File: config.mk
export PLATFORM = sky130hd
export DESIGN_NAME = instr_fetch
export DESIGN_NICKNAME = d
export VERILOG_FILES = /design/src/rtl/imem_pkg.sv /design/src/rtl/instr_fetch.sv
export SDC_FILE = /design/constraint.sdc
export NUM_CORES = 1
export LEC_CHECK = 0
export BUFFER_PORTS_ARGS = -buffer_cell sky130_fd_sc_hd__buf_2
export CAP_MARGIN = 25
export CORE_ASPECT_RATIO = 1.5
export CORE_MARGIN = 2
export CORE_UTILIZATION = 60
export DETAILED_ROUTE_END_ITERATION = 10
export PLACE_DENSITY = 0.8
export SYNTH_ARGS = -nofsm -noshare
export SYNTH_HDL_FRONTEND = slang
export SYNTH_SLANG_ARGS = --single-unit
File: constraint.sdc
create_clock -name CLK_IN -period 3.7 [get_ports CLK_IN]
set_input_delay 0.555 -clock CLK_IN [delete_from_list [all_inputs] [get_ports CLK_IN]]
set_output_delay 0.555 -clock CLK_IN [all_outputs]
set_load 0.01 [all_outputs]
File: src/rtl/imem_pkg.sv
// Instruction memory definitions
package imem_pkg;

    localparam int adr_w     = 12;          // Byte address bits, 4 KiB
    localparam int wrd_adr_w = adr_w - 2;   // Word address bits
    localparam int dat_w     = 32;          // Instruction word
    localparam int rom_wrds  = 1024;        // ROM depth in words
    localparam int rom_lat   = 2;           // ROM read latency

    // Register map
    typedef enum logic [1:0]
    {
        reg_ctrl   = 2'd0,                  // Bit 0 run pulse
        reg_start  = 2'd1,                  // Fetch start byte address
        reg_len    = 2'd2,                  // Fetch length in words
        reg_status = 2'd3                   // Busy, done and counts
    } reg_t;

    // Loader FSM
    typedef enum logic
    {
        ldr_idle = 1'b0,                    // Waiting for start word
        ldr_load = 1'b1                     // Word stream active
    } ldr_state_t;

    // Fetch FSM
    typedef enum logic [1:0]
    {
        fetch_idle  = 2'd0,                 // Waiting for run
        fetch_run   = 2'd1,                 // Issuing reads
        fetch_drain = 2'd2                  // Emptying queue
    } fetch_state_t;

endpackage

File: src/rtl/instr_fetch.sv
// Instruction fetch unit
module instr_fetch
#(
    parameter int q_depth = 4                                  // Output queue entries
)
(
    input  logic                             CLK_IN,           // Clock
    input  logic                             RST_IN,           // Reset
    input  logic                             run_pulse,        // Start fetch
    input  logic [imem_pkg::adr_w-1:0]       start_adr,        // Start byte address
    input  logic [15:0]                      fetch_len,        // Words to fetch
    input  logic [imem_pkg::dat_w-1:0]       rom_dat,          // ROM read data
    input  logic                             rom_vld,          // ROM data valid
    input  logic                             instr_ready,      // Consumer ready
    output logic                             fetch_busy,       // Fetch active
    output logic                             done_pulse,       // Last word delivered
    output logic [15:0]                      fetched_count,    // Words delivered
    output logic                             rom_rd,           // ROM read request
    output logic [imem_pkg::adr_w-1:0]       rom_adr,          // ROM byte address
    output logic                             instr_valid,      // Instruction valid
    output logic [imem_pkg::dat_w-1:0]       instr_data,       // Instruction word
    output logic [imem_pkg::adr_w-1:0]       instr_adr         // Instruction address
);

    imem_pkg::fetch_state_t            state;                       // Fetch FSM
    logic [imem_pkg::adr_w-1:0]        rd_adr;                      // Next read address
    logic [15:0]                       remaining;                   // Reads left to issue
    logic [imem_pkg::rom_lat-1:0]      pipe_vld;                    // Reads in flight
    logic [imem_pkg::adr_w-1:0]        pipe_adr [imem_pkg::rom_lat]; // Their addresses
    logic [imem_pkg::dat_w-1:0]        q_dat [q_depth];             // Queue data
    logic [imem_pkg::adr_w-1:0]        q_adr [q_depth];             // Queue addresses
    logic [$clog2(q_depth)-1:0]        wr_ptr;                      // Queue write slot
    logic [$clog2(q_depth)-1:0]        rd_ptr;                      // Queue read slot
    logic [$clog2(q_depth+1)-1:0]      count;                       // Queue occupancy
    logic                              pop;                         // Output handshake

    // Credit rule, queue plus in flight below depth
    assign rom_rd     = (state == imem_pkg::fetch_run) && (remaining != 0) &&
                        (count + $countones(pipe_vld) < q_depth);
    assign rom_adr    = rd_adr;
    assign fetch_busy = (state != imem_pkg::fetch_idle) | run_pulse;  // Blocks loader early
    assign done_pulse = (state == imem_pkg::fetch_drain) && (pipe_vld == '0) && (count == 0);

    assign instr_valid = (count != 0);
    assign instr_data  = q_dat[rd_ptr];                         // Held until popped
    assign instr_adr   = q_adr[rd_ptr];
    assign pop         = instr_valid & instr_ready;

    // FSM, issue and queue control
    always_ff @(posedge CLK_IN or posedge RST_IN)
    begin
        if (RST_IN)
        begin
            state         <= imem_pkg::fetch_idle;
            rd_adr        <= '0;
            remaining     <= '0;
            pipe_vld      <= '0;
            wr_ptr        <= '0;
            rd_ptr        <= '0;
            count         <= '0;
            fetched_count <= '0;
        end
        else
        begin
            pipe_vld <= {pipe_vld[imem_pkg::rom_lat-2:0], rom_rd};  // Tracks ROM latency
            case (state)
                imem_pkg::fetch_idle :
                    if (run_pulse)
                    begin
                        state         <= imem_pkg::fetch_run;
                        rd_adr        <= start_adr;
                        remaining     <= fetch_len;
                        fetched_count <= '0;
                    end
                imem_pkg::fetch_run :
                    if (remaining == 0 || (rom_rd && remaining == 1))
                        state <= imem_pkg::fetch_drain;     // All reads issued
                default :
                    if (done_pulse)
                        state <= imem_pkg::fetch_idle;
            endcase
            if (rom_rd)
            begin
                rd_adr    <= rd_adr + 3'd4;                 // Wraps at 4 KiB
                remaining <= remaining - 1'b1;
            end
            if (rom_vld)
                wr_ptr <= (wr_ptr == q_depth - 1) ? '0 : wr_ptr + 1'b1;
            if (pop)
            begin
                rd_ptr        <= (rd_ptr == q_depth - 1) ? '0 : rd_ptr + 1'b1;
                fetched_count <= fetched_count + 1'b1;
            end
            if (rom_vld && !pop)
                count <= count + 1'b1;
            else if (!rom_vld && pop)
                count <= count - 1'b1;
        end
    end

    // Address pipeline and queue storage
    always_ff @(posedge CLK_IN)
    begin
        pipe_adr[0] <= rd_adr;
        for (int i = 1; i < imem_pkg::rom_lat; i++)
            pipe_adr[i] <= pipe_adr[i-1];                   // Aligns with rom_vld
        if (rom_vld)
        begin
            q_dat[wr_ptr] <= rom_dat;
            q_adr[wr_ptr] <= pipe_adr[imem_pkg::rom_lat-1];
        end
    end

    // Credit rule must hold against the ROM latency
    a_no_overflow : assert property (@(posedge CLK_IN) disable iff (RST_IN)
        rom_vld |-> count < q_depth)
        else $error("ROM data arrived with queue full");

endmodule

; ---- After elaboration in Yosys (flattened, before gate mapping)
; Memory sizes are Yosys's and may differ from the RTL's.
; Index checks and enable logic that the tools add are counted.
[classes]
add_sub_neg = 9
n_lt_le_gt_ge = 1
n_eq_ne = 7
muxes = 19
bitwise = 2
reduce_logical = 26
[op_table]
columns = cell, count
row1 = two-way mux 16 bit, 6
row2 = two-way mux 12 bit, 3
row3 = "adder 16 x 1 -> 16 bit, second input constant", 1
row4 = "equality test 16 x 1 -> 1 bit, second input constant", 1
row5 = logical NOT 16 bit, 1
row6 = nonzero test 16 bit, 1
row7 = "subtractor 16 x 1 -> 16 bit, second input constant", 1
row8 = "adder 12 x 3 -> 12 bit, second input constant", 1
row9 = nonzero test 2 bit, 6
row10 = two-way mux 2 bit, 5
row11 = logical AND 1 bit, 7
row12 = "equality test 2 bit, second input constant", 3
row13 = two-way mux 3 bit, 2
row14 = nonzero test 3 bit, 2
row15 = "adder 2 x 1 -> 2 bit, second input constant", 2
row16 = adder 3 x 2 -> 4 bit, 1
row17 = logical NOT 2 bit, 2
row18 = "< comparator 4 x 3 -> 1 bit, second input constant", 1
row19 = case mux 2 bit (2 select lines), 1
row20 = AND reduction 2 bit, 2
row21 = "adder 3 x 1 -> 3 bit, second input constant", 1
row22 = logical NOT 3 bit, 1
row23 = AND reduction 3 bit, 1
row24 = "subtractor 3 x 1 -> 3 bit, second input constant", 1
row25 = 9 further kinds, 11
[totals]
regBits = 55
ramBits = 200
inputBits = 65
out_inout_bits = 76
word_cells = 75
mem_count = 3
[mem_list]
columns = name, depth, word_bits, read_ports, rd_clocked_by_memory_dff, write_ports, line_no
row1 = q_dat, 4, 32, 1, 0, 1, instr_fetch.sv:30  ; logic [imem_pkg::dat_w-1:0] q_dat [q_depth];
row2 = q_adr, 4, 12, 1, 0, 1, instr_fetch.sv:31  ; logic [imem_pkg::adr_w-1:0] q_adr [q_depth];
row3 = pipe_adr, 2, 12, 2, 0, 2, instr_fetch.sv:29  ; logic [imem_pkg::adr_w-1:0] pipe_adr [imem_pkg::rom_lat];

; ---- Logic depth before layout (Yosys ltp)
; Gate-level depths: netlist of the first run.
[logic_depth]
word_depth = 8
mapped_depth = 10
mapped_depth_nobuf = 8

; ---- Worst setup path after synthesis of the first run
; OpenSTA, ideal clock, no wires.
[synth_timing]
path_type = register to output
startpoint = register count[0]
endpoint = output port rom_rd
arrival_ps = 1884
required_ps = 3145
slack_ps = 1261
stages_incl_launch_ff = 7
n_path_buf = 1
cell_sequence = dfrtp_1 > ha_1 > a21o_1 > a2111oi_4 > nand2_4 > inv_2 > buf_2
[synth_via]
elab_chain_len = 3
[synth_lines]
columns = element, line_no
row1 = from (decl), instr_fetch.sv:34  ; logic [$clog2(q_depth+1)-1:0] count;
row2 = from (signal assigned), instr_fetch.sv:95  ; count <= count + 1'b1;
row3 = from (signal assigned), instr_fetch.sv:97  ; count <= count - 1'b1;
row4 = adder 3 x 2 -> 4 bit, instr_fetch.sv:39  ; (count + $countones(pipe_vld) < q_depth);
row5 = < comparator 4 x 3 -> 1 bit, instr_fetch.sv:39
row6 = logical AND 1 bit, instr_fetch.sv:38  ; assign rom_rd = (state == imem_pkg::fetch_run) && (remaining != 0) &&
row7 = to (decl), instr_fetch.sv:18  ; output logic rom_rd,
; No other way between the ends.

; ---- Final worst setup path of the first run
; Ends and elaborated chain as after synthesis.

==> results of run 1 <==
[registers in the layout (all words and copies together) (netlist names), 3 cells and up]
register and count:
q_dat 128, q_adr 48, pipe_adr 24, fetched_count 16
remaining 16, rom_adr 12, count 3
[stage by stage]
stage	util (%)	power, mW	setup slack, ns	hold WS, ns	std cells
final	71.5	8.53	0.452	0.0738	946
after global routing	71.5	8.97	0.263	0.0931	946
after CTS	71.5	8.62	0.432	0.0650	946
after detailed placement	67.2	6.42	0.980	0.312	905
after global placement	66.6	6.26	1.01	0.310	900
after floorplan	-	5.59	1.26	0.310	571
[per-layer routing]
metal / vias to the layer above / track usage (%) / part of all wire [%]
met3: 41 / 3.13 / 5.1
li1: 2572 / - / -
met2: 207 / 40.8 / 54
met4: 0 / 7.34 / 2.9
met5: - / 0 / 0
met1: 2800 / 27.9 / 38
[cell families (layout without fill, tap and decap cells)]
family / Yosys count / in the layout
flip-flops: 255 / 255
multiplexers: 50 / 50
adder cells (fa/ha/maj): 12 / 12
AO/OA/AOI/OAI: 78 / 78
AND/OR/NAND/NOR: 137 / 137
buffers and inverters: 35 / 204
XOR/XNOR: 4 / 4
[power groups by stage]
stage                     Combinational (mW)  Clock (mW)  Sequential [mW]
after floorplan                         1.67           0             3.92
after global placement                  2.07           0             4.19
after detailed placement                2.26           0             4.16
after CTS                               2.28        2.25             4.10
after global routing                    2.46        2.35             4.17
final                                   2.24        2.20             4.09
[worst min path at each step]
| stage | startpoint | endpoint | slack, ns | cells after the start |
|---|---|---|---|---|
| after detailed placement | pipe_adr[0][0]$_DFF_P_ | pipe_adr[0][12]$_DFF_P_ | 0.31 | 0 |
| final | RST_IN | fetched_count[1]$_DFFE_PP0P_ | 0.07 | 2 |
| after CTS | RST_IN | fetched_count[0]$_DFFE_PP0P_ | 0.06 | 2 |
| after global routing | RST_IN | fetched_count[1]$_DFFE_PP0P_ | 0.09 | 2 |
| after global placement | pipe_adr[0][8]$_DFF_P_ | pipe_adr[0][20]$_DFF_P_ | 0.31 | 0 |
| after floorplan | pipe_adr[0][0]$_DFF_P_ | pipe_adr[0][12]$_DFF_P_ | 0.31 | 0 |
[cells in the final DEF, fill, tap and decap left out, drive strengths merged, types with 7 or more instances in the layout]
master,instances
o21ai,15
nor2,25
clkinv,9
dfxtp,24
dfrtp,55
nand4,9
inv,15
nand2,42
edfxtp,176
buf,148
clkbuf,30
and3,9
mux4,44
nor3,7
a21oi,14
ha,11
nand3,25
[critical path: cells and delay by family (launching register included)]
| kind | cells | cell delay, ns |
|---|---|---|
| compound gates | 2 | 0.55 |
| fa+ha+maj | 1 | 0.31 |
| buf+inv | 3 | 0.77 |
| flops | 1 | 0.45 |
| simple gates | 1 | 0.13 |
[final cells by class]
class | instances | area share, %
Sequential cell | 255 | 62.0
Multi-Input combinational cell | 281 | 22.0
Timing Repair Buffer | 148 | 7.20
Clock buffer | 30 | 5.31
Tap cell | 206 | 2.24
Clock inverter | 11 | 0.738
Inverter | 15 | 0.488
==> results_dict.tcl, run 1 <==
set metrics [dict create \
    skew_ns 0.0105 \
    pin_count 141 \
    drc_errors 0 \
    gr-total-overflow 0 \
    finalInstanceArea_um2 11500 \
    yosysUniqueCellTypes 56 \
    syn_to_final_growth_pct 17.2 \
    r2r-end "rom_adr[10]$_DFFE_PP0P_" \
    antenna_cells 0 \
    synth_compound_area_share_pct 5.98 \
    start_util_pct 61.0 \
    hpwl_um 12900 \
    synth_fa_ha_area_share_pct 1.60 \
    grt_pass1_vias 5822 \
    clock-sinks 255 \
    required_ns 3.14 \
    fin_crit_sh_pct 87.8 \
    timing_worst_setup_path_type "register to primary output" \
    placed_area_um2 10800 \
    status "completed" \
    synth_top_family_by_area "multiplexers" \
    fmax_mhz 308 \
    synth_mux_area_share_pct 10.7 \
    synth_top_area_cell "edfxtp_1" \
    nFillCells 1056 \
    clockPowerShare_pct 25.8 \
    multi_input_area_um2 2540 \
    p_int_mw 5.95 \
    synthXorXnorAreaFrac_pct 0.356 \
    drv_slew 0 \
    ant_nets 0 \
    power.switching_mw 2.58 \
    fin_setup_tns_ns 0 \
    vias 5620 \
    postCtsResizedCells 0 \
    power_leakage_nw 4.33 \
    antenna_found_initial 0 \
    cts_setup_buffers 0 \
    gp_congestion 0.816 \
    cts_tree "done" \
    root_buffer "clkbuf_16" \
    worst-r2r-cell-count 8 \
    grt.total_usage_pct 22.6 \
    core_um2 16100 \
    power_density_nw_per_um2 740 \
    synth.most_common_cell "edfxtp_1" \
    cp-start-kind "register" \
    cts_hold_buffers 0 \
    min_period_ns 3.25 \
    drt-total-wl_um 19300 \
    port_buffers 140 \
    wl_per_cell_um 20.4 \
    grt_pass1_wl_um 30400 \
    clkTransAtPathRegs_ns 0.06 \
    r2r_setup_slack_ns 1.14 \
    relSlewSlack_pct 37.2 \
    rsz0062_at_grt "no" \
    clock_path_buffers 3 \
    ys_seq_elements 255 \
    max_stage_delay_ns 0.45 \
    viasPerCell 5.94 \
    fp.dieH_um 161 \
    setup_viol 0 \
    cp_slowest_cell "dfrtp_1" \
    die_area_um2 17500 \
    syn_avg_cell_area_um2 17.2 \
    peakVddDrop_mv 0.449 \
    regArea_um2 7150 \
    drive_gt1_share_pct 33.1 \
    drv_cap 0 \
    crit_path_start "count[0]$_DFFE_PP0P_" \
    timing.rr.start "count[0]$_DFFE_PP0P_" \
    comb_power_share_pct 26.3 \
    critical_path.cell_chain "ha_1, a21o_1, a2111oi_4, buf_4, nand2_4, inv_2, buf_2" \
    p_sw_share_pct 30.2 \
    arrival_ns 2.69 \
    crit_path_end "rom_rd" \
    drt_pass1_iterations 4 \
    hold_path.class "input port to async pin" \
    die_x_um 109 \
    synth_edf_count 176 \
    grt_max_degree 48 \
    yosys_warnings 0 \
    ys.flop_type "edfxtp_1" \
    syn_nets 648 \
    fp-row-count 57 \
    nets 801 \
    cts_buffers 23 \
    final_hold_viol_count 0 \
    htreeDepth 1 \
    ys_async_sr_fraction_pct 21.6 \
    syn_inst 571 \
    seq_area_frac_synth_pct 72.6 \
    synth.cell_area_um2 9840 \
    synth_area_leaders "edfxtp_1, dfrtp_1, mux4_2, dfxtp_1, nand2_1" \
    end_kind "primary output" \
    synth.top_cell.area_share_pct 53.7 \
    worstMarginPinSlew_ns 0.940 \
    yosys-top-cells-count "edfxtp_1, dfrtp_1, mux4_2" \
    power_frac_seq_pct 47.9 \
    cp_max_fo 23 \
    clock_latency_ns 0.49 \
    synthSimpleGateAreaFrac_pct 7.15 \
    drtIter0Drc 322 \
]
Power figures use the tool's default switching activity.
==> inputs of run 2 (changes only) <==
- BUFFER_PORTS_ARGS: -buffer_cell sky130_fd_sc_hd__buf_2 -> not set
- DONT_BUFFER_PORTS: not set -> 1
- PLACE_DENSITY: 0.8 -> 0.73
- clock period: 3.7 -> 3.9 ns (I/O delays scaled with it)
==> run 2 against run 1 <==
Net effect: power down 7.3%; global-route usage down 0.62 points; largest power group unchanged; die area unchanged; sequential cell count unchanged; wire length down 4.8%; non-clock buffer count down 140; highest routed layer unchanged.
==> results_dict.tcl, run 2 (synthesis results as in run 1) <==
set metrics [dict create \
    status "completed" \
    finalInstanceArea_um2 10800 \
    cp_top_family "compound AO/OA/AOI/OAI gates" \
    drc_errors 0 \
    drtIter0Drc 278 \
    clock_latency_ns 0.49 \
    core_um2 16100 \
    fp.dieH_um 161 \
    wl_per_cell_um 22.9 \
    required_ns 3.31 \
    min_period_ns 3.36 \
    cts_setup_buffers 0 \
    nets 660 \
    clock-sinks 255 \
    htreeDepth 1 \
    vias 5085 \
    stdcell_count 804 \
    grt_pass1_wl_um 29400 \
    clkTransAtPathRegs_ns 0.07 \
    hold_path.class "input port to register" \
    pin_count 141 \
    reg.largest.list "q_dat (128), q_adr (48), pipe_adr (24)" \
    clock_path_buffers 3 \
    rsz0062_at_grt "no" \
    fin_crit_sh_pct 86.2 \
    viasPerCell 6.32 \
    final_common_cell "edfxtp_1" \
    start_util_pct 61.0 \
    skew_ns 0.00715 \
    grt.total_usage_pct 22.0 \
    timing_worst_setup_path_type "register to primary output" \
    syn_to_final_growth_pct 10.1 \
    port_buffers 0 \
    dp.cells 764 \
    drt-total-wl_um 18400 \
    max_stage_delay_ns 0.66 \
    ant_nets 0 \
    drv_cap 0 \
    r2r_setup_slack_ns 1.04 \
    whs_ns 0.186 \
    antenna_cells 0 \
    drt_pass1_iterations 5 \
    drive_gt1_share_pct 17.6 \
    power_leakage_nw 3.77 \
    final_hold_viol_count 0 \
    cts_hold_buffers 1 \
    fmax_mhz 297 \
    antenna_found_initial 0 \
    gp_congestion 0.908 \
    cts_tree "done" \
    die_area_um2 17500 \
    fin_setup_tns_ns 0 \
    placed_area_um2 10100 \
    cp-start-kind "register" \
    postCtsResizedCells 0 \
    fp-row-count 57 \
    final_cell_mix "edfxtp_1, dfrtp_1, mux4_2, nand2_1" \
    drv_slew 0 \
    top_register "q_dat" \
    peakVddDrop_mv 0.503 \
    root_buffer "clkbuf_16" \
    relSlewSlack_pct 33.3 \
    gr-total-overflow 0 \
    cp_num_buf_inv 1 \
    cts_buffers 22 \
    grt_max_degree 48 \
    cp_slowest_cell "a2111oi_4" \
    end_kind "primary output" \
    setup_viol 0 \
    critical_path.cell_chain "ha_1, a21o_1, a2111oi_4, nand2_4, inv_2" \
    power_density_nw_per_um2 730 \
    pre_cts_slack_ns 1.03 \
    arrival_ns 2.78 \
    largest_reg_flops 128 \
    worstMarginPinSlew_ns 0.997 \
    die_x_um 109 \
    hpwl_um 12000 \
    grt_pass1_vias 5310 \
    worst_slack_ns 0.537 \
    cp_max_fo 23 \
]
[run 2: final timing paths]
kind,end,from,cells past startpoint
min in group asynchronous,fetched_count[8]$_DFFE_PP0P_,RST_IN,2
worst min-delay path,q_dat[0][15]$_DFFE_PP_,rom_dat[15],0
worst max register to register,rom_adr[10]$_DFFE_PP0P_,count[0]$_DFFE_PP0P_,7
max in group asynchronous,rom_adr[8]$_DFFE_PP0P_,RST_IN,3
worst min register to register,pipe_adr[0][17]$_DFF_P_,pipe_adr[0][5]$_DFF_P_,0
worst max-delay path,rom_rd,count[0]$_DFFE_PP0P_,5
[run 2: stage by stage]
stage	util, %	power, mW
finish	67.2	7.90
global route	67.2	8.30
CTS	67.2	8.00
detailed placement	62.5	5.75
global placement	62.3	5.64
floorplan	-	5.30
[run 2: metal layers]
| metal | vias to the layer above | GRT usage [%] | routed length [um] |
|---|---|---|---|
| met3 | 35 | 6.37 | 1580 |
| met1 | 2554 | 26.0 | 6320 |
| met5 | - | 0 | 0 |
| met4 | 0 | 7.34 | 474 |
| met2 | 211 | 38.3 | 10000 |
| li1 | 2285 | - | - |
[run 2: power breakdown]
group | internal (mW) | switching [mW] | total (mW) | leakage, nW
combinational | 0.765 | 0.983 | 1.75 | 0.946
sequential | 3.45 | 0.462 | 3.92 | 2.46
clock | 1.34 | 0.902 | 2.24 | 0.362
[run 2: cell type report]
cell class | count | area (um2)
repair buffers | 8 | 75.1
flip-flops and latches | 255 | 7150
multi-input cells | 281 | 2540
clock buffers | 25 | 583
fillers | 1124 | 5290
clock inverters | 14 | 171
inverters | 15 | 56.3
well taps | 206 | 258
