**config.mk**
```make
export PLATFORM = sky130hd
export DESIGN_NAME = fetch_regs
export DESIGN_NICKNAME = d
export VERILOG_FILES = /design/src/rtl/imem_pkg.sv /design/src/rtl/fetch_regs.sv
export SDC_FILE = /design/constraint.sdc
export NUM_CORES = 1
export LEC_CHECK = 0
export ABC_AREA = 1
export BUFFER_PORTS_ARGS = -buffer_cell sky130_fd_sc_hd__buf_2
export CORE_MARGIN = 3
export CORE_UTILIZATION = 37
export CTS_BUF_LIST = sky130_fd_sc_hd__clkbuf_8
export DETAILED_ROUTE_END_ITERATION = 6
export PLACE_DENSITY_LB_ADDON = 0.25
export SLEW_MARGIN = 20
export SYNTH_ARGS = -nofsm -noshare
export SYNTH_HDL_FRONTEND = slang
export SYNTH_SLANG_ARGS = --single-unit
```
**constraint.sdc**
```tcl
create_clock -name CLK_IN -period 0.8 [get_ports CLK_IN]
set_input_delay 0.04 -clock CLK_IN [delete_from_list [all_inputs] [get_ports CLK_IN]]
set_output_delay 0.04 -clock CLK_IN [all_outputs]
set_load 0.02 [all_outputs]
```
**src/rtl/imem_pkg.sv**
```systemverilog
// Instruction memory definitions
package imem_pkg;

    localparam int adr_w     = 12;          // Byte address bits, 4 KiB
    localparam int wrd_adr_w = adr_w - 2;   // Word address bits
    localparam int dat_w     = 32;          // Instruction word
    localparam int rom_wrds  = 1024;        // ROM depth in words
    localparam int rom_lat   = 2;           // ROM read latency

    // Register map
    typedef enum logic [1:0]
    {
        reg_ctrl   = 2'd0,                  // Bit 0 run pulse
        reg_start  = 2'd1,                  // Fetch start byte address
        reg_len    = 2'd2,                  // Fetch length in words
        reg_status = 2'd3                   // Busy, done and counts
    } reg_t;

    // Loader FSM
    typedef enum logic
    {
        ldr_idle = 1'b0,                    // Waiting for start word
        ldr_load = 1'b1                     // Word stream active
    } ldr_state_t;

    // Fetch FSM
    typedef enum logic [1:0]
    {
        fetch_idle  = 2'd0,                 // Waiting for run
        fetch_run   = 2'd1,                 // Issuing reads
        fetch_drain = 2'd2                  // Emptying queue
    } fetch_state_t;

endpackage

```
**src/rtl/fetch_regs.sv**
```systemverilog
// Fetch configuration registers
module fetch_regs
(
    input  logic                             CLK_IN,         // Clock
    input  logic                             RST_IN,         // Reset
    input  logic                             cfg_wr,         // Register write
    input  imem_pkg::reg_t                   cfg_adr,        // Register address
    input  logic [imem_pkg::dat_w-1:0]       cfg_wdata,      // Write data
    input  logic                             fetch_busy,     // Fetch active
    input  logic                             loader_busy,    // Load active
    input  logic                             done_pulse,     // Fetch finished
    input  logic [15:0]                      fetched_count,  // Words delivered
    input  logic [imem_pkg::wrd_adr_w:0]     loaded_count,   // Words loaded
    output logic [imem_pkg::dat_w-1:0]       cfg_rdata,      // Read data
    output logic [imem_pkg::adr_w-1:0]       start_adr,      // Fetch start
    output logic [15:0]                      fetch_len,      // Fetch length
    output logic                             run_pulse       // Start fetch
);

    logic done;     // Sticky done flag

    always_ff @(posedge CLK_IN or posedge RST_IN)
    begin
        if (RST_IN)
        begin
            start_adr <= '0;
            fetch_len <= '0;
            run_pulse <= 1'b0;
            done      <= 1'b0;
        end
        else
        begin
            run_pulse <= 1'b0;                                   // Single cycle
            if (cfg_wr)
            begin
                case (cfg_adr)
                    imem_pkg::reg_ctrl  :
                        run_pulse <= cfg_wdata[0] & ~fetch_busy & ~loader_busy;
                    imem_pkg::reg_start : start_adr <= cfg_wdata[imem_pkg::adr_w-1:0];
                    imem_pkg::reg_len   : fetch_len <= cfg_wdata[15:0];
                    default             : ;                      // Status is read only
                endcase
            end
            if (run_pulse)
                done <= 1'b0;                                    // New run clears done
            else if (done_pulse)
                done <= 1'b1;
        end
    end

    // Read mux
    always_comb
    begin
        case (cfg_adr)
            imem_pkg::reg_start  : cfg_rdata = {20'd0, start_adr};
            imem_pkg::reg_len    : cfg_rdata = {16'd0, fetch_len};
            imem_pkg::reg_status :
                cfg_rdata = {fetched_count, loaded_count[7:0], 6'd0, done, fetch_busy};
            default              : cfg_rdata = '0;               // Ctrl is write only
        endcase
    end

endmodule

```
## Yosys cells after proc, flatten, opt, wreduce, memory -nomap -nowiden

Cells that the tools add are included.
W data, S select, Z words.

- Output and inout port bits: 61
- Flip-flop bits (word level): 30
- Logic and storage cells: 20

- Multiplexer cells: 5
- Bitwise operators: 4
- Reduce and logical (&&, ||, !) cells: 4
- Eq/ne operators: 3

Operators with widths:

| cell | number |
|---|---|
| $pmux W32 S3 | 1 |
| $eq A2 B2 Y1 const B | 2 |
| $mux W1 | 4 |
| $reduce_and A2 Y1 | 2 |
| $and A1 B1 Y1 | 2 |
| $eq A2 B1 Y1 const B | 1 |
| $logic_not A2 Y1 | 1 |
| $not A1 Y1 | 2 |
| $reduce_bool A2 Y1 | 1 |

## Depth between registers and ports, before layout

Gate-level depths: netlist (run 1).

- Depth after elaboration: 5
- Depth in mapped cells: 6
- Depth with buffers taken out: 4

## Worst setup path before layout (run 1)

Ideal clock, no wire load.

- Path type: input port to output port
- Start: input port cfg_adr[0]
- End: output port cfg_rdata[17] (netlist bit)
- Stages on the path: 4
- Setup slack: -10 ps
- Arrival: 770 ps
- Buffers on the path: 2
- Required time: 760 ps
- Cell sequence: buf_4 -> nand2_2 -> buf_2 -> nor2_1

- Cells in the longest elaborated chain, start to end: 2
- Elaborated cells on any way between the ends: 4
- Classes of those cells: eq/ne: 3; mux: 1

Ends and longest elaborated chain:

| item | line | source |
|---|---|---|
| from (decl) | fetch_regs.sv:7 | `input imem_pkg::reg_t cfg_adr,` |
| $eq A2 B2 Y1 or $eq A2 B1 Y1 (tied branches) | fetch_regs.sv:54 | `case (cfg_adr)` |
| $pmux W32 S3 * | fetch_regs.sv:54 |  |
| to (decl) | fetch_regs.sv:14 | `output logic [imem_pkg::dat_w-1:0] cfg_rdata,` |

Every way passes the cells marked *; elsewhere a longest branch is shown, timed or not.

## Worst setup path in the final report (run 1)

- Start: register start_adr[11] (netlist bit)
- End: output port cfg_rdata[11] (netlist bit)

- Cells in the longest elaborated chain, start to end: 1

Ends and longest elaborated chain:

| item | line | source |
|---|---|---|
| from (decl) | fetch_regs.sv:15 | `output logic [imem_pkg::adr_w-1:0] start_adr,` |
| from (signal assigned) | fetch_regs.sv:39 | `imem_pkg::reg_start : start_adr <= cfg_wdata[imem_pkg::adr_w-1:0];` |
| $pmux W32 S3 | fetch_regs.sv:54 |  |

No other way between the ends.

==> summary.txt, run 1 <==
run status: complete, but fails checks
failing checks: negative hold slack, negative setup slack
area share of the largest cell type after synthesis: 0.443
Die ar.: 0.00543 mm2
final setup margin: -264 ps
Antenna Cells: 0
Crit. End Element: output port
post-synthesis sequential area ratio: 0.443
final count of pins violating max slew: 0
Global Route Usage Sum: 0.226
Final Non-Filler Cells: 438
Clock Latency Late Sink: 280 ps
max-cap violations: 0
pre-CTS WS: -133 ps
Post-synth EDFFs: 0
dpl cells: 397
crit-path max cell delay: 420 ps
vias per cell: 4.87
# DRC: 0
fmax: 940 MHz
Top FF cell, synth: dfrtp_1
Final Cycle Share: 1.33
most frequent cells after synthesis: 88 x nand2_1, 30 x dfrtp_1, 28 x nand4_1
top-count cell post-synth: nand2_1
CTS Buf Count: 5
Synth area leader: dfrtp_1
Worst VDD drop: 0.00105 V
Max Clock Skew: 2.78 ps
clock root buffer master: clkbuf_8
crit path launch type: register
total iterations of the first detailed-routing run: 4
largest family of logic cells by synthesized area: simple AND/OR/NAND/NOR gates
core area: 0.00420 mm2
P per Cell Area: 1770 mW/mm2
Worst Setup Path Type: register to output port
total gr overflow: 0
routed vias: 2134
Mapped Avg Cell Area: 7.24 um2
Synth warnings: 0
Detail Route Antenna Nets: 0
RSZ-0062 raised after global routing: true
most used cell along the critical path: nand3_2
Yosys cell types: 16
routed len/inst: 14.7 um
synthesized area: 0.00169 mm2
final wirelength: 6.46 mm
Final nets: 456
Layout area overhead: 92.8%
Slew @ Worst Pin: 325 ps
mux contribution to synthesized area: 0
initial core utilization: 0.403
Iter 0 DRT Violations: 92
Cells after Synth: 234
Max Root-Sink Buffers: 2
min cycle time layout: 1060 ps
critical path data required time: 760 ps
Chip Height: 73.7 um
Finished Core Util: 0.777
clock sink count: 30
initial antenna violation count: 0
H-tree depth: 2
first-pass GRT wire length: 9.43 mm
CTS tree: built
XOR/XNOR share of the synthesized area: 0
largest net degree at the start of global routing: 31
Compound-Gate Fraction of Synth Area: 0
final hold violations: 1
worst-path cell chain: nand3_2 > nand3_2 > buf_6
vias in the first global route: 2072
Adder-Cell Fraction of Synth Area: 0
Fill cells: 307
HP Class: input pin to register
Syn Nets: 301
# hold bufs at CTS: 2
#FFs+latches synth: 30
layout cells sized above 1: 0.497
Synth Area in Simple Gates: 0.445
Die X: 73.7 um
DP Wirelength: 3.96 mm
ys async rst share: 1.00
setup TNS: -7270 ps
CP Max Fanout: 3
IO Count: 128
num rows: 23
# port buffers: 108
Synth area leaders: dfrtp_1 44%, nand2_1 19%, nand4_1 10%
Clock transition at path regs: 60 ps
relative slew slack: 0.783
Hold Slack: -2.20 ps
Final Setup Violations: 51
LEAKAGE: 1.87 nW
slowest CP cell: dfrtp_1
CP Data Arrival Time: 1020 ps
gp weighted congestion: 0.804
-- final cells by class --
type	count	area [um2]	area share
clock buffers	6	82.6	0.0253
flip-flops and latches	30	751	0.230
multi-input cells	166	847	0.259
repair buffers	165	1440	0.442
inverters	21	78.8	0.0241
well taps	50	62.6	0.0192
-- final timing paths --
| path | depth (start not counted) | startpoint | to | slack [ps] |
|---|---|---|---|---|
| worst min-delay path | 3 | loader_busy | run_pulse | -2 |
| min in group asynchronous | 4 | RST_IN | start_adr[1] | 330 |
| worst max-delay path | 3 | start_adr[11] | cfg_rdata[11] | -260 |
| worst min register to register | 1 | run_pulse | done | 480 |
| max in group asynchronous | 4 | RST_IN | done | 290 |
| worst max register to register | 4 | fetch_len[3] | fetch_len[3] | -50 |
-- sequential cells by signal, indices dropped and copies added (netlist names) --
register,cells
fetch_len,16
done,1
run_pulse,1
start_adr,12
-- power by group --
group / switching (mW) / leakage (nW) / internal [mW]
combinational: 1.22 / 1.46 / 1.38
sequential: 0.211 / 0.372 / 1.75
clock: 0.559 / 0.0431 / 0.662
total: 1.99 / 1.87 / 3.79
-- routing by layer --
layer  global-route usage  vias to the layer above  share of wire
met5                    0                        -              0
met4               0.0805                        0          0.020
met3               0.0561                       15          0.059
met2                0.409                       77           0.55
met1                0.253                      984           0.37
li1                     -                     1058              -
-- repair_timing --
action                                  4_1_cts  5_1_grt
pin swaps                                    26        6
cloned                                        0        1
hold endpoints to repair                     32        1
buffers inserted                             21       12
endpoints found under the setup margin       59       62
resized for setup                           100       51
-- through the flow --
stage,area (um2),power [mW]
2_1_floorplan,1690,2.85
3_3_place_gp,2400,3.49
3_5_place_dp,2400,3.52
4_1_cts,2980,5.47
5_1_grt,3270,6.08
6_report,3270,5.78
-- critical path, delay by kind of cell, from the launching register on --
family,cells,cell delay [ps]
simple gates,2,180
flops,1,420
buf+inv,1,140
-- cells by family (layout without fill, tap and decap cells) --
logic type / Yosys count / in the layout
simple gates: 166 / 166
buf+inv: 38 / 192
flops: 30 / 30
-- layout by cell type (no fill, tap or decap) --
cell	n
clkbuf_16	1
buf_12	4
nand2_4	1
buf_2	49
or2_2	1
nor2_2	3
buf_6	68
nor2_8	1
dlygate4sd3_1	2
clkbuf_8	6
buf_4	41
nand2_1	85
nand3_1	16
nand4_1	28
nor2_4	4
nor2_1	14
inv_2	1
nand2_2	3
dfrtp_1	30
inv_1	20
nand3_2	10
Power figures use the tool's default switching activity.
==> inputs of run 2 (changes only) <==
--- a/config.mk
+++ b/config.mk
@@ -7,6 +7,7 @@
 export LEC_CHECK = 0
 export ABC_AREA = 1
 export BUFFER_PORTS_ARGS = -buffer_cell sky130_fd_sc_hd__buf_2
+export CORE_ASPECT_RATIO = 2
 export CORE_MARGIN = 3
 export CORE_UTILIZATION = 37
 export CTS_BUF_LIST = sky130_fd_sc_hd__clkbuf_8
==> summary.txt, run 2 (synthesized netlist as in run 1, its figures left out) <==
multi-input combinational cell area: 881 um2
CP bufs+invs: 1
worst-path cell chain: nand3_1 > nand3_2 > buf_6
Crit. End Element: output port
first-pass GRT wire length: 9.25 mm
crit path launch type: register
cell area after layout: 0.00322 mm2
slowest CP cell: dfrtp_1
Most flops, register: fetch_len
routed vias: 2195
Max Clock Skew: 0.0930 ps
total gr overflow: 0
Hold Slack: -5.57 ps
largest net degree at the start of global routing: 31
clock sink count: 30
Gate power share: 0.433
Chip Height: 102 um
Post-DP Area: 0.00245 mm2
register area: 751 um2
met1 WL: 2.20 mm
LEAKAGE: 1.86 nW
Slew @ Worst Pin: 318 ps
Seq pwr share: 0.347
Die ar.: 0.00548 mm2
clock power share: 0.221
# DRC: 0
Final Setup Violations: 47
total iterations of the first detailed-routing run: 4
CP Max Fanout: 3
vias per cell: 4.98
final count of pins violating max slew: 0
Layout area overhead: 90.3%
IO Count: 128
layout cells sized above 1: 0.506
vias in the first global route: 2061
final setup margin: -259 ps
Antenna Cells: 0
WL met2: 3.63 mm
Iter 0 DRT Violations: 38
CP Data Arrival Time: 1020 ps
Clock Latency Late Sink: 280 ps
Worst VDD drop: 0.00145 V
initial core utilization: 0.387
relative slew slack: 0.788
CTS tree: built
Clock transition at path regs: 70 ps
commonest non-fill, non-tap cell in the layout: nand2_1
Global Route Usage Sum: 0.229
initial antenna violation count: 0
switch share: 0.352
DP Wirelength: 4.09 mm
NetSw: 2.01 mW
failing checks: negative hold slack, negative setup slack
num rows: 34
Final nets: 453
max-cap violations: 0
core area: 0.00438 mm2
Max Root-Sink Buffers: 2
RSZ-0062 raised after global routing: true
critical path data required time: 760 ps
run status: complete, but fails checks
Fill cells: 341
Die X: 53.8 um
largest registers: fetch_len: 16 flops, start_adr: 12 flops
Worst Setup Path Type: register to output port
met3 WL post-DR: 405 um
HP Class: input pin to register
CTS Buf Count: 5
Detail Route Antenna Nets: 0
min cycle time layout: 1060 ps
clock root buffer master: clkbuf_8
max reg flops: 16
final wirelength: 6.44 mm
commonest cells after routing, fill and taps aside: 87 x nand2_1, 61 x buf_2, 56 x buf_6, 37 x buf_4, 30 x dfrtp_1
# port buffers: 108
fmax: 945 MHz
final hold violations: 1
crit-path max cell delay: 400 ps
uppermost layer routed: met4
Finished Core Util: 0.736
Final Cycle Share: 1.32
P per Cell Area: 1770 mW/mm2
H-tree depth: 2
routed len/inst: 14.6 um
gp weighted congestion: 0.786
critical path's top delay family: flip-flops
internal power: 3.70 mW
-- run 2: power groups by stage --
| stage | Combinational [mW] | Clock [mW] | Sequential (mW) |
|---|---|---|---|
| 6_report | 2.47 | 1.26 | 1.98 |
| 5_1_grt | 2.63 | 1.35 | 2.01 |
| 4_1_cts | 2.22 | 1.28 | 1.95 |
| 3_5_place_dp | 1.59 | 0 | 1.96 |
| 3_3_place_gp | 1.57 | 0 | 1.96 |
| 2_1_floorplan | 0.638 | 0 | 2.21 |
-- run 2: layout make-up --
| class | count | share of cell area |
|---|---|---|
| clock inverters | 2 | 0.00272 |
| clock buffers | 6 | 0.0256 |
| flip-flops and latches | 30 | 0.233 |
| inverters | 21 | 0.0245 |
| multi-input cells | 166 | 0.273 |
| repair buffers | 162 | 0.420 |
| well taps | 54 | 0.0210 |
-- run 2: per-stage QoR --
step | worst slack, ps | cells | hold slack (ps) | setup TNS, ps | power [mW]
final | -259 | 441 | -5.57 | -6950 | 5.71
after global routing | -294 | 441 | 9.04 | -8420 | 5.99
after CTS | -240 | 430 | -26.3 | -6300 | 5.46
after detailed placement | -199 | 403 | 93.2 | -6060 | 3.55
after global placement | -169 | 403 | 92.1 | -4830 | 3.52
after floorplan | -10.5 | 234 | 131 | -105 | 2.85
-- run 2: worst paths after layout --
kind                              start             to  slack [ps]  cells after the start
min in group asynchronous        RST_IN  fetch_len[11]         350                      4
max                        start_adr[9]   cfg_rdata[9]        -260                      3
max in group asynchronous        RST_IN   fetch_len[6]         280                      4
min                         loader_busy      run_pulse          -6                      3
max reg2reg                fetch_len[8]   fetch_len[8]         -50                      4
min reg2reg                start_adr[9]   start_adr[9]         510                      2
-- run 2: timing repair --
| item | in CTS | in global routing |
|---|---|---|
| gates cloned | 0 | 0 |
| hold buffers | 2 | 0 |
| pin swaps | 23 | 12 |
| buffers inserted | 17 | 11 |
| hold endpoints to repair | 32 | 0 |
| setup endpoints to repair | 54 | 56 |
| gates resized for setup | 95 | 35 |
-- run 2: worst register-to-register path, stage by stage (launching register included) --
cell	delay, ps
dfrtp_1	410
buf_6	140
buf_6	110
nand2_2	50
nand2_1	40
-- run 2: layer usage --
metal  GRT usage  up-vias
met5           0        -
li1            -     1058
met1       0.223     1020
met2       0.431       98
met3      0.0427       19
met4       0.108        0
==> inputs of run 3 (changes only) <==
--- a/config.mk
+++ b/config.mk
@@ -9,9 +9,10 @@
 export BUFFER_PORTS_ARGS = -buffer_cell sky130_fd_sc_hd__buf_2
 export CORE_ASPECT_RATIO = 2
 export CORE_MARGIN = 3
-export CORE_UTILIZATION = 37
+export CORE_UTILIZATION = 44
 export CTS_BUF_LIST = sky130_fd_sc_hd__clkbuf_8
 export DETAILED_ROUTE_END_ITERATION = 6
+export GPL_TIMING_DRIVEN = 0
 export PLACE_DENSITY_LB_ADDON = 0.25
 export SLEW_MARGIN = 20
 export SYNTH_ARGS = -nofsm -noshare
==> constraint.sdc (replaced) <==
create_clock -name CLK_IN -period 1.3 [get_ports CLK_IN]
set_input_delay 0.065 -clock CLK_IN [delete_from_list [all_inputs] [get_ports CLK_IN]]
set_output_delay 0.065 -clock CLK_IN [all_outputs]
set_load 0.02 [all_outputs]
==> summary.txt, run 3 (synthesized netlist as in run 1, its figures left out) <==
HP Class: input pin to register
relative slew slack: 0.587
crit path launch type: register
final setup margin: 214 ps
DP Wirelength: 4.10 mm
R2R Path End: start_adr[10]
CP Data Arrival Time: 1020 ps
M1 GR Usage: 0.240
cell area after layout: 0.00238 mm2
H-tree depth: 2
run status: finished clean
commonest non-fill, non-tap cell in the layout: buf_2
largest net degree at the start of global routing: 31
clock sink count: 30
Die X: 49.9 um
vias per cell: 4.93
max-cap violations: 0
Setup Fix Bufs, Post-CTS: 0
Clock transition at path regs: 60 ps
core area: 0.00365 mm2
Worst R2R Start: start_adr[10]
# DRC: 0
GRT met3 Usage: 0.0477
LEAKAGE: 1.51 nW
layout cells sized above 1: 0.393
pre-CTS WS: 235 ps
routed len/inst: 13.2 um
CTS tree: built
Reg2Reg Setup Slack: 650 ps
Layout area overhead: 40.5%
Crit. End Element: output port
setup TNS: 0 ps
critical path data required time: 1240 ps
Chip Height: 93.8 um
Global Route Usage Sum: 0.234
commonest cells after routing, fill and taps aside: 117 x buf_2, 88 x nand2_1, 30 x dfrtp_1, 28 x nand4_1, 25 x nand3_1
# port buffers: 107
total gr overflow: 0
first-pass GRT wire length: 8.47 mm
initial core utilization: 0.465
Antenna Cells: 0
final hold violations: 0
Final nets: 416
Final Non-Filler Cells: 398
Hold Startpoint: done_pulse
min cycle time layout: 1090 ps
largest registers: fetch_len: 16 flops, start_adr: 12 flops
num rows: 31
max reg flops: 16
Die ar.: 0.00468 mm2
total power: 2.82 mW
total iterations of the first detailed-routing run: 4
Finished Core Util: 0.653
dpl cells: 390
Hold Slack: 8.62 ps
fmax: 921 MHz
Post-DP Area: 0.00229 mm2
Iter 0 DRT Violations: 41
Slew @ Worst Pin: 618 ps
Fill cells: 372
post_cts resized: 0
IO Count: 128
Final Cycle Share: 0.836
CP Max Fanout: 3
clock root buffer master: clkbuf_8
gp weighted congestion: 0.853
Clock Latency Late Sink: 280 ps
initial antenna violation count: 0
Max Clock Skew: 0.0140 ps
busiest grt layer: met2
RSZ-0062 raised after global routing: false
vias in the first global route: 1802
routed vias: 1964
Final Setup Violations: 0
hold path cells: 3
final count of pins violating max slew: 0
Worst Hold Endpoint: done
Most flops, register: fetch_len
R2R cell count: 2
final wirelength: 5.27 mm
# hold bufs at CTS: 1
P per Cell Area: 1190 mW/mm2
GR met2 Demand/Resource: 0.450
Worst Setup Path Type: register to output port
Worst VDD drop: 0.000848 V
CTS Buf Count: 5
Detail Route Antenna Nets: 0
Max Root-Sink Buffers: 2
## run 3: changes by cell type in the layout (fill, tap and decap cells not counted), moves of 2 or more
cell / before / now
nor2_1: 16 / 20
buf_12: 6 / 0
nand3_2: 19 / 1
buf_4: 37 / 3
buf_6: 56 / 3
nor2_2: 3 / 1
buf_2: 61 / 117
nor2_4: 2 / 0
inv_1: 21 / 19
nand3_1: 7 / 25
## run 3: how the worst max path moves through the flow
| stage | slack (ps) | to | startpoint |
|---|---|---|---|
| global route | 150 | cfg_rdata[27] | cfg_adr[0] |
| floorplan | 440 | cfg_rdata[17] | cfg_adr[0] |
| global placement | 190 | start_adr[3] | RST_IN |
| finish | 210 | cfg_rdata[11] | start_adr[11] |
| CTS | 210 | cfg_rdata[1] | start_adr[1] |
| detailed placement | 240 | cfg_rdata[27] | cfg_adr[0] |
## run 3: report_power, final
group / leakage [nW] / total (mW) / internal (mW) / switching (mW)
Sequential: 0.372 / 1.19 / 1.07 / 0.113
Clock: 0.0438 / 0.712 / 0.358 / 0.353
Combinational: 1.09 / 0.925 / 0.320 / 0.604
## run 3: per-layer routing
metal,vias to the layer above,routed length [um]
li1,980,-
met1,887,1900
met2,90,2920
met3,7,381
met4,0,77
met5,-,0
## run 3: final cells by class
class	count	area, um2	area share
Buffer	17	110	0.0463
Clock buffer	5	68.8	0.0289
Clock inverter	2	10.0	0.00421
Inverter	21	78.8	0.0331
Multi-Input combinational cell	166	754	0.317
Sequential cell	30	751	0.315
Tap cell	49	61.3	0.0258
Timing Repair Buffer	108	546	0.229
## run 3: worst max-delay path, stage by stage (launching register included)
cell and delay (ps):
dfrtp_1 410, nand3_1 90, nand3_1 80, buf_2 170
